<file path="src/verilog/soc_pkg.sv">
package soc_pkg;

    localparam int ADDR_WIDTH = 32;
    localparam int DATA_WIDTH = 32;
    localparam int STRB_WIDTH = DATA_WIDTH / 8;
    localparam int TIMER_WIDTH = 2 * DATA_WIDTH;

    // Index 0 core, 1 debug, 2 DMA
    localparam int NB_INIT = 3;
    localparam int NB_REGION = 3;
    localparam int NB_PRIV = 4;

    localparam int SRAM_WORDS = 256;
    localparam int ROM_WORDS = 16;
    localparam int SRAM_AW = $clog2(SRAM_WORDS);
    localparam int ROM_AW = $clog2(ROM_WORDS);
    // Wide enough for the largest region, the CLINT
    localparam int TGT_OFFS_WIDTH = 14;

    // ------------------------------------------------------------------------
    // Address map
    // ------------------------------------------------------------------------
    localparam logic [ADDR_WIDTH-1:0] ROM_BASE = 32'h0000_1000;
    localparam logic [ADDR_WIDTH-1:0] ROM_LENGTH = 32'h0000_0040;
    localparam logic [ADDR_WIDTH-1:0] CLINT_BASE = 32'h0200_0000;
    localparam logic [ADDR_WIDTH-1:0] CLINT_LENGTH = 32'h0000_C000;
    localparam logic [ADDR_WIDTH-1:0] SRAM_BASE = 32'h8000_0000;
    localparam logic [ADDR_WIDTH-1:0] SRAM_LENGTH = 32'h0000_0400;

    localparam logic [ADDR_WIDTH-1:0] MTIMECMP_OFFSET = 32'h0000_4000;
    localparam logic [ADDR_WIDTH-1:0] MTIME_OFFSET = 32'h0000_BFF8;

    typedef enum logic [1:0] {
        PRIV_U = 2'd0,
        PRIV_S = 2'd1,
        PRIV_M = 2'd3
    } priv_lvl_t;

    // Encoding doubles as the access table region index
    typedef enum logic [1:0] {
        REG_ROM,
        REG_CLINT,
        REG_SRAM,
        REG_NONE
    } region_e;

    typedef logic [1:0] init_idx_t;

    // Indexed as [initiator][region][privilege], bit set means allowed
    typedef logic [NB_INIT-1:0][NB_REGION-1:0][NB_PRIV-1:0] access_ctrl_t;

    typedef struct packed {
        logic                  we;
        logic [ADDR_WIDTH-1:0] addr;
        logic [DATA_WIDTH-1:0] wdata;
        logic [STRB_WIDTH-1:0] be;
        priv_lvl_t             priv;
    } bus_req_t;

    typedef struct packed {
        logic [DATA_WIDTH-1:0] rdata;
        logic                  err;
    } bus_rsp_t;

    typedef struct packed {
        logic                      we;
        logic [TGT_OFFS_WIDTH-1:0] offs;
        logic [DATA_WIDTH-1:0]     wdata;
        logic [STRB_WIDTH-1:0]     be;
    } tgt_req_t;

    localparam logic [DATA_WIDTH-1:0] BOOT_IMAGE [ROM_WORDS] = '{
        32'hf140_2573, 32'h0000_0597, 32'h0405_8593, 32'h8000_02b7,
        32'h0002_8067, 32'h1050_0073, 32'hffdf_f06f, 32'h0000_0013,
        32'h1357_9bdf, 32'h2468_ace0, 32'h0f1e_2d3c, 32'h4b5a_6978,
        32'h8796_a5b4, 32'hc3d2_e1f0, 32'h5a5a_a5a5, 32'h0000_0001
    };

    // Byte lane merge for partial writes
    function automatic logic [DATA_WIDTH-1:0] merge_bytes(
        input logic [DATA_WIDTH-1:0] old_word,
        input logic [DATA_WIDTH-1:0] new_word,
        input logic [STRB_WIDTH-1:0] be
    );
        logic [DATA_WIDTH-1:0] word;
        word = old_word;
        for (int b = 0; b < STRB_WIDTH; b++) begin
            if (be[b]) begin
                word[8*b +: 8] = new_word[8*b +: 8];
            end
        end
        return word;
    endfunction

endpackage

</file>
<file path="src/verilog/access_filter.sv">
`timescale 1ns/1ps

module access_filter import soc_pkg::*; (
    input  logic         clk_i,
    input  logic         arst_n_i,
    input  logic         bus_valid_i,
    input  bus_req_t     bus_req_i,
    input  init_idx_t    bus_init_i,
    input  access_ctrl_t access_ctrl_i,
    output logic         rom_sel_o,
    output logic         clint_sel_o,
    output logic         sram_sel_o,
    output tgt_req_t     tgt_req_o,
    output region_e      rsp_region_o,
    output logic         rsp_err_o
);

    region_e               region;
    logic [ADDR_WIDTH-1:0] base;
    logic [ADDR_WIDTH-1:0] byte_offs;
    logic                  allowed;
    logic                  access_ok;

    // ------------------------------------------------------------------------
    // Address decode
    // ------------------------------------------------------------------------
    always_comb begin
        region = REG_NONE;
        base = '0;
        if ((bus_req_i.addr - ROM_BASE) < ROM_LENGTH) begin
            region = REG_ROM;
            base = ROM_BASE;
        end else if ((bus_req_i.addr - CLINT_BASE) < CLINT_LENGTH) begin
            region = REG_CLINT;
            base = CLINT_BASE;
        end else if ((bus_req_i.addr - SRAM_BASE) < SRAM_LENGTH) begin
            region = REG_SRAM;
            base = SRAM_BASE;
        end
    end

    // Table lookup, ROM is never writable
    always_comb begin
        allowed = 1'b0;
        if (region != REG_NONE) begin
            allowed = access_ctrl_i[bus_init_i][region][bus_req_i.priv];
        end
        access_ok = allowed && !(bus_req_i.we && region == REG_ROM);
    end

    assign rom_sel_o = bus_valid_i && access_ok && (region == REG_ROM);
    assign clint_sel_o = bus_valid_i && access_ok && (region == REG_CLINT);
    assign sram_sel_o = bus_valid_i && access_ok && (region == REG_SRAM);

    assign byte_offs = bus_req_i.addr - base;
    assign tgt_req_o = '{
        we:    bus_req_i.we,
        offs:  byte_offs[TGT_OFFS_WIDTH+1:2],
        wdata: bus_req_i.wdata,
        be:    bus_req_i.be
    };

    always_ff @(posedge clk_i or negedge arst_n_i) begin
        if (!arst_n_i) begin
            rsp_region_o <= REG_NONE;
            rsp_err_o <= 1'b0;
        end else begin
            rsp_region_o <= region;
            rsp_err_o <= bus_valid_i && !access_ok;
        end
    end

endmodule

</file>
<file path="config.mk">
export PLATFORM = sky130hd
export DESIGN_NAME = access_filter
export DESIGN_NICKNAME = d
export VERILOG_FILES = /design/src/verilog/soc_pkg.sv /design/src/verilog/access_filter.sv
export SDC_FILE = /design/constraint.sdc
export NUM_CORES = 1
export LEC_CHECK = 0
export BUFFER_PORTS_ARGS = -buffer_cell sky130_fd_sc_hd__buf_2
export CAP_MARGIN = 20
export CELL_PAD_IN_SITES_DETAIL_PLACEMENT = 0
export CELL_PAD_IN_SITES_GLOBAL_PLACEMENT = 1
export CORE_ASPECT_RATIO = 0.9
export CORE_MARGIN = 2
export CORE_UTILIZATION = 21
export CTS_BUF_LIST = sky130_fd_sc_hd__clkbuf_4
export CTS_CLUSTER_DIAMETER = 60
export DETAILED_ROUTE_END_ITERATION = 8
export HOLD_SLACK_MARGIN = 0.1
export PLACE_DENSITY = 0.84
export SYNTH_ARGS = -nofsm -noshare
export SYNTH_HDL_FRONTEND = slang
export SYNTH_SLANG_ARGS = --single-unit
</file>
<file path="constraint.sdc">
create_clock -name clk_i -period 3.1 [get_ports clk_i]
set_input_delay 0.465 -clock clk_i [delete_from_list [all_inputs] [get_ports clk_i]]
set_output_delay 0.465 -clock clk_i [all_outputs]
set_load 0.02 [all_outputs]
</file>
==> out/results.md, run 1 <==
| Group | Item | Value |
|:---|:---|:---|
| outcome | Outcome | finished with violations |
| outcome | Violated checks | negative setup slack |
| grt | Aggregate global routing overflow | 0 |
| yosys | Unique cell type count in the Yosys netlist | 50 |
| final layout | Final std cells w/o fill | 354 |
| yosys | Post-Syn Area | 1400 sq um |
| worst setup path | Max FO, Critical Path | 3 |
| yosys | Share of synthesized area occupied by flip-flops and latches | 5.55% |
| yosys | Number of enable flip-flop cells after synthesis | 0 |
| sta | Smallest setup slack after layout | -0.0521 ns |
| drt | DR DRC count | 0 |
| yosys | Most frequently used flop master after synthesis | sky130_fd_sc_hd__dfstp_2 |
| grt | Pin count of the biggest net entering global routing | 10 |
| sta | Period utilisation layout | 102% |
| sta | Post-Route Setup TNS | -0.119 ns |
| final layout | Area taken by flip-flops and latches | 77.6 sq um |
| yosys | Leading cell types by count after synthesis | 48 x sky130_fd_sc_hd__buf_4, 12 x sky130_fd_sc_hd__nand2_1, 12 x sky130_fd_sc_hd__nor2_1, 10 x sky130_fd_sc_hd__inv_1, 9 x sky130_fd_sc_hd__mux2i_1 |
| die | Core ar. | 6520 sq um |
| clock tree | Clock tree from TritonCTS | yes |
| final layout | Multi-input logic area | 1080 sq um |
| yosys | Number of warnings printed during yosys synthesis | 0 |
| final layout | Core utilization of the finished layout | 32.2% |
| grt | GRT Resource Usage Total | 11.8% |
| yosys | Area share of the largest cell type after synthesis | 25.8% |
| power and ir drop | Part of the total power dissipated in the clock network | 25.5% |
| sta | Time the final worst path needs with I/O delays and setup | 3.15 ns |
| sta | Tightest Pin Transition | 0.614 ns |
| power and ir drop | Net switching fraction of the power | 37.4% |
| die | Starting Density | 21.5% |
| clock tree | Number of buffers between clock root and the deepest sink | 2 |
| sta | Final hold vios | 0 |
| clock tree | Number of clock sinks seen by CTS | 3 |
| sta | Highest Clock Rate | 317 MHz |
| grt | Wire length of the first global-routing pass | 7230 microns |
| clock tree | H-tree levels | 1 |
| yosys | Mapped Cells | 194 |
| sta | Final Max Tran Viols | 0 |
| yosys | Biggest area consumer among synthesized cells | sky130_fd_sc_hd__buf_4 |
| drt | 1st-iter DRT viols | 45 |
| worst setup path | Critical path type | input pin to output port |
| die | Placement row count | 28 |
| die | Number of top-level design ports | 169 |
| worst setup path | Kind of start point of the critical path | input pin |
| power and ir drop | Share of total power in sequential cells | 13.4% |
| drt | Count of nets left with antenna violations after detail routing | 0 |
| sta | Hold_ws | 0.565 ns |
| final layout | Signed area change from the synthesized netlist to the final layout | 49.9% |
| power and ir drop | Peak supply drop | 0.0526 mV |
| final layout | Number of nets in the final layout | 380 |
| placement | Worst-case setup slack after placement | -0.118 ns |
| placement | Placed wire-length estimate after detailed placement | 3750 microns |
| power and ir drop | Reported leakage power | 0.937 nW |
| final layout | Proportion of layout cells with a drive suffix above 1 | 60.2% |
| sta | Final setup violating endpoints | 3 |
| power and ir drop | Switching power summed over all nets | 0.113 mW |
| clock tree | Worst-path clk slew | 0.04 ns |
| min path | Type of the most critical hold path | input pin to asynchronous set/reset pin |
| drt | Routed wire length per instance | 13.1 microns |
| final layout | Count of antenna diodes in the layout | 0 |
| power and ir drop | Cell internal pwr | 0.189 mW |
| clock tree | Root buffer selected by CTS | sky130_fd_sc_hd__clkbuf_4 |
| clock tree | Clock buffer count from CTS | 3 |
| worst setup path | Req. time, crit path | 2.63 ns |
| drt | Iteration count of the initial detailed-routing pass | 4 |
| placement | RD Place Congestion | 0.845 |
| die | Die W | 90.0 microns |
| die | Floorplan die area | 7330 sq um |
| final layout | Number of inserted filler cells in the final layout | 704 |
| yosys | Async S/R FF share, synth | 100% |
| drt | Routed WL | 4640 microns |
| sta | Setup repair after global routing missed its margin | true |
| drt | Via density per instance | 4.53 |
| grt | Initial antenna violation count | 0 |
| yosys | Most numerous cell in the Yosys netlist | sky130_fd_sc_hd__buf_4 |
| worst setup path | Worst Setup End Kind | output port |
| placement | Number of placed instances with taps included | 341 |
| power and ir drop | Comb power frac | 61.2% |
| grt | Via count of the first global-routing pass | 1,672 |
| flow run | Max-cap violations | 0 |
| die | Die height | 81.4 microns |
| placement | Port Buf Inserts | 86 |
| yosys | Post-synthesis register bit count | 3 |
| drt | Vias after detailed routing | 1,604 |
| worst setup path | Arrival time reported for the critical path endpoint | 2.69 ns |
| yosys | Synthesized area per cell | 7.21 sq um |
| yosys | Mapped Nets | 309 |
| sta | Max transition margin | 58.6% |
| yosys | Leading cell types by total area after synthesis | sky130_fd_sc_hd__buf_4 26%, sky130_fd_sc_hd__mux2i_1 6.4%, sky130_fd_sc_hd__mux2_2 4.0% |
| power and ir drop | Total power density per cell area | 144 nW/um^2 |
## placed cells by master, fill, tap and decap left out, types with 4 or more instances in the layout
cell                       synthesis  layout
sky130_fd_sc_hd__mux2i_1           9       9
sky130_fd_sc_hd__mux2_2            5       5
sky130_fd_sc_hd__nand4_1           6       6
sky130_fd_sc_hd__o21ai_0           8       8
sky130_fd_sc_hd__nor4_1            8       6
sky130_fd_sc_hd__buf_4            48      35
sky130_fd_sc_hd__nor2b_1           4       4
sky130_fd_sc_hd__inv_1            10       8
sky130_fd_sc_hd__nand2_1          12      10
sky130_fd_sc_hd__clkbuf_4          0       4
sky130_fd_sc_hd__a21oi_1           7       4
sky130_fd_sc_hd__nor2_1           12      12
sky130_fd_sc_hd__buf_2             3      77
## final cells by class
| type | count | share of cell area (%) |
|---|---|---|
| clock buffers | 4 | 1.43 |
| well taps | 90 | 5.37 |
| repair buffers | 119 | 35.8 |
| inverters | 11 | 2.09 |
| multi-input cells | 127 | 51.6 |
| flip-flops and latches | 3 | 3.70 |
## state kept, by name, indices dropped and copies added, names as in the netlist
name and cells:
rsp_region_o 2, rsp_err_o 1
## how the worst max path moves through the flow
stage	startpoint	endpoint	slack [ns]
after global routing	bus_req_i[58]	rom_sel_o	-0.14
final	bus_req_i[58]	sram_sel_o	-0.05
after CTS	bus_req_i[64]	rom_sel_o	-0.02
after floorplan	bus_req_i[63]	rom_sel_o	0.02
after detailed placement	bus_req_i[64]	rom_sel_o	-0.12
after global placement	bus_req_i[64]	rom_sel_o	-0.08
## logic make-up (layout without fill, tap and decap cells)
logic type | count (synthesis) | after routing | share of synthesized area [%]
mux | 14 | 14 | 10.5
compound gates | 37 | 37 | 18.9
simple gates | 70 | 70 | 30.2
fa+ha+maj | 3 | 3 | 2.68
xor+xnor | 3 | 3 | 1.88
flops | 3 | 3 | 5.55
buf+inv | 64 | 134 | 30.3
## stage by stage
step / area (sq um) / total power, mW
after CTS: 1910 / 0.296
final: 2100 / 0.302
after global routing: 2100 / 0.333
after detailed placement: 1740 / 0.201
after global placement: 1740 / 0.199
after floorplan: 1400 / 0.193
## power by group through the flow
| stage | sequential, mW | combinational (mW) | clock (mW) |
|---|---|---|---|
| CTS | 0.0403 | 0.174 | 0.0822 |
| global placement | 0.0407 | 0.159 | 0 |
| finish | 0.0403 | 0.185 | 0.0768 |
| floorplan | 0.0416 | 0.152 | 0 |
| detailed placement | 0.0407 | 0.161 | 0 |
| global route | 0.0404 | 0.202 | 0.0899 |
## critical path, stage by stage
cell and delay (ns):
sky130_fd_sc_hd__buf_8 0.10, sky130_fd_sc_hd__or4_4 0.55, sky130_fd_sc_hd__buf_4 0.17, sky130_fd_sc_hd__nor3b_4 0.20, sky130_fd_sc_hd__and3_4 0.22, sky130_fd_sc_hd__o311ai_4 0.11, sky130_fd_sc_hd__inv_2 0.14, sky130_fd_sc_hd__buf_12 0.12
sky130_fd_sc_hd__o31ai_4 0.09, sky130_fd_sc_hd__buf_4 0.16, sky130_fd_sc_hd__a211oi_2 0.20, sky130_fd_sc_hd__buf_4 0.17
## metal layers
layer	GRT usage, %	wire length, microns
met1	14.3	2090
met2	21.9	2290
met3	1.83	241
met4	3.38	16
met5	0	0
## timing repair
action	CTS	global route
pin swaps	7	7
hold buffers	1	0
gates resized for setup	23	24
setup buffers	4	4
endpoints found under the hold margin	1	0
setup endpoints to repair	3	6
(Power assumes the default switching activity.)
==> run 2, diff against run 1 <==
--- a/config.mk
+++ b/config.mk
@@ -5,11 +5,11 @@
 export SDC_FILE = /design/constraint.sdc
 export NUM_CORES = 1
 export LEC_CHECK = 0
+export ABC_CLOCK_PERIOD_IN_PS = 3100
 export BUFFER_PORTS_ARGS = -buffer_cell sky130_fd_sc_hd__buf_2
 export CAP_MARGIN = 20
 export CELL_PAD_IN_SITES_DETAIL_PLACEMENT = 0
 export CELL_PAD_IN_SITES_GLOBAL_PLACEMENT = 1
-export CORE_ASPECT_RATIO = 0.9
 export CORE_MARGIN = 2
 export CORE_UTILIZATION = 21
 export CTS_BUF_LIST = sky130_fd_sc_hd__clkbuf_4
==> out/results.md, run 2 (synthesis results as in run 1) <==
| Group | Item | Value |
|:---|:---|:---|
| grt | Via count of the first global-routing pass | 1,515 |
| die | Die height | 85.6 microns |
| grt | Pin count of the biggest net entering global routing | 10 |
| final layout | Register with the highest flop count | rsp_region_o |
| final layout | Leading cell type in the layout, fill and taps excluded | sky130_fd_sc_hd__buf_2 |
| sta | Smallest setup slack after layout | -0.0672 ns |
| placement | Worst-case setup slack after placement | -0.141 ns |
| die | Number of top-level design ports | 169 |
| final layout | Top flop regs | rsp_region_o: 2 flops, rsp_err_o: 1 flops |
| power and ir drop | Peak supply drop | 0.137 mV |
| sta | Tightest Pin Transition | 0.591 ns |
| min path | Type of the most critical hold path | input pin to asynchronous set/reset pin |
| sta | Final Max Tran Viols | 0 |
| flow run | Max-cap violations | 0 |
| drt | Iteration count of the initial detailed-routing pass | 4 |
| die | Floorplan die area | 7330 sq um |
| final layout | Number of nets in the final layout | 377 |
| placement | Port Buf Inserts | 86 |
| drt | Vias after detailed routing | 1,588 |
| sta | Final hold vios | 0 |
| sta | Final setup violating endpoints | 1 |
| clock tree | Number of clock sinks seen by CTS | 3 |
| die | Starting Density | 21.9% |
| clock tree | Worst-path clk slew | 0.04 ns |
| die | Placement row count | 29 |
| final layout | Signed area change from the synthesized netlist to the final layout | 37.1% |
| clock tree | Root buffer selected by CTS | sky130_fd_sc_hd__clkbuf_4 |
| drt | Count of nets left with antenna violations after detail routing | 0 |
| clock tree | Clock buffer count from CTS | 3 |
| power and ir drop | Reported leakage power | 0.902 nW |
| worst setup path | Max FO, Critical Path | 6 |
| grt | Wire length of the first global-routing pass | 6670 microns |
| sta | Period utilisation layout | 102% |
| sta | Setup repair after global routing missed its margin | true |
| sta | Post-Route Setup TNS | -0.0672 ns |
| sta | Max transition margin | 60.2% |
| worst setup path | Arrival time reported for the critical path endpoint | 2.70 ns |
| placement | RD Place Congestion | 0.815 |
| outcome | Outcome | finished with violations |
| worst setup path | Req. time, crit path | 2.63 ns |
| final layout | Most used cells in the layout excluding fill and tap cells | 85 x sky130_fd_sc_hd__buf_2, 30 x sky130_fd_sc_hd__buf_4, 12 x sky130_fd_sc_hd__nor2_1, 10 x sky130_fd_sc_hd__inv_1, 10 x sky130_fd_sc_hd__nand2_1 |
| worst setup path | Kind of start point of the critical path | input pin |
| die | Core ar. | 6390 sq um |
| grt | Aggregate global routing overflow | 0 |
| power and ir drop | Total power density per cell area | 151 nW/um^2 |
| worst setup path | Worst Setup End Kind | output port |
| grt | Initial antenna violation count | 0 |
| worst setup path | Critical path type | input pin to output port |
| drt | Via density per instance | 4.70 |
| final layout | Number of inserted filler cells in the final layout | 708 |
| placement | Placed wire-length estimate after detailed placement | 3760 microns |
| final layout | Count of antenna diodes in the layout | 0 |
| final layout | Proportion of layout cells with a drive suffix above 1 | 57.1% |
| clock tree | Number of buffers between clock root and the deepest sink | 2 |
| grt | GRT Resource Usage Total | 10.9% |
| outcome | Violated checks | negative setup slack |
| drt | Routed wire length per instance | 13.0 microns |
| sta | Highest Clock Rate | 316 MHz |
| drt | Routed WL | 4390 microns |
| clock tree | H-tree levels | 1 |
| drt | 1st-iter DRT viols | 45 |
| clock tree | Clock tree from TritonCTS | yes |
| die | Die W | 85.6 microns |
| sta | Time the final worst path needs with I/O delays and setup | 3.17 ns |
| drt | DR DRC count | 0 |
| final layout | Largest register FFs | 2 |
[run 2: cell types whose count changed in the layout (fill, tap and decap cells not counted), sizes merged]
cell | previous run | this run
buf | 118 | 115
[run 2: where the power goes]
group	internal (mW)	switching, mW
combinational	0.0855	0.0872
clock	0.0569	0.0197
sequential	0.0402	0.000131
[run 2: worst max-delay path, stage by stage]
cell and delay (ns):
sky130_fd_sc_hd__buf_2 0.12, sky130_fd_sc_hd__or4_4 0.58, sky130_fd_sc_hd__nor4_4 0.14, sky130_fd_sc_hd__and4_4 0.31, sky130_fd_sc_hd__nand2_4 0.07, sky130_fd_sc_hd__a211oi_4 0.31, sky130_fd_sc_hd__o31ai_4 0.15, sky130_fd_sc_hd__a2111oi_4 0.36
sky130_fd_sc_hd__buf_4 0.19
[run 2: layer usage]
metal	global-route usage, %	share of wire (%)	routed length (microns)
met5	0	0	0
met4	3.90	0.96	42
met3	1.54	6.7	296
met2	19.9	50	2210
met1	13.0	42	1840
[run 2: metrics by stage]
step                      hold WS [ns]  total power [mW]  cell area, sq um  utilization (%)  cells
after floorplan                  0.169             0.193              1400                -    194
after global placement           0.257             0.199              1740             27.2    330
after detailed placement         0.263             0.201              1740             27.2    330
after CTS                        0.543             0.287              1820             28.5    335
after global routing             0.556             0.318              1920             30.0    338
final                            0.557             0.290              1920             30.0    338
[run 2: layout make-up]
| type | instances | area (sq um) | share of cell area, % |
|---|---|---|---|
| clock buffers | 4 | 30.0 | 1.57 |
| inverters | 11 | 41.3 | 2.15 |
| multi-input cells | 127 | 1010 | 52.8 |
| flip-flops and latches | 3 | 77.6 | 4.04 |
| well taps | 77 | 96.3 | 5.02 |
| repair buffers | 116 | 661 | 34.4 |
[run 2: how the worst max path moves through the flow]
stage	from	to	slack [ns]	cells past startpoint
3_5_place_dp	bus_req_i[58]	rom_sel_o	-0.14	9
5_1_grt	bus_req_i[64]	rom_sel_o	-0.22	13
3_3_place_gp	bus_req_i[58]	rom_sel_o	-0.09	9
6_report	bus_req_i[60]	rom_sel_o	-0.07	9
2_1_floorplan	bus_req_i[63]	rom_sel_o	0.02	10
4_1_cts	bus_req_i[63]	rom_sel_o	-0.06	11
[run 2: repair_timing]
action	in CTS	in global routing
resized for setup	9	13
setup endpoints to repair	2	4
pin swaps	1	7
buffers inserted	0	3
hold buffers	1	0
hold endpoints to repair	1	0
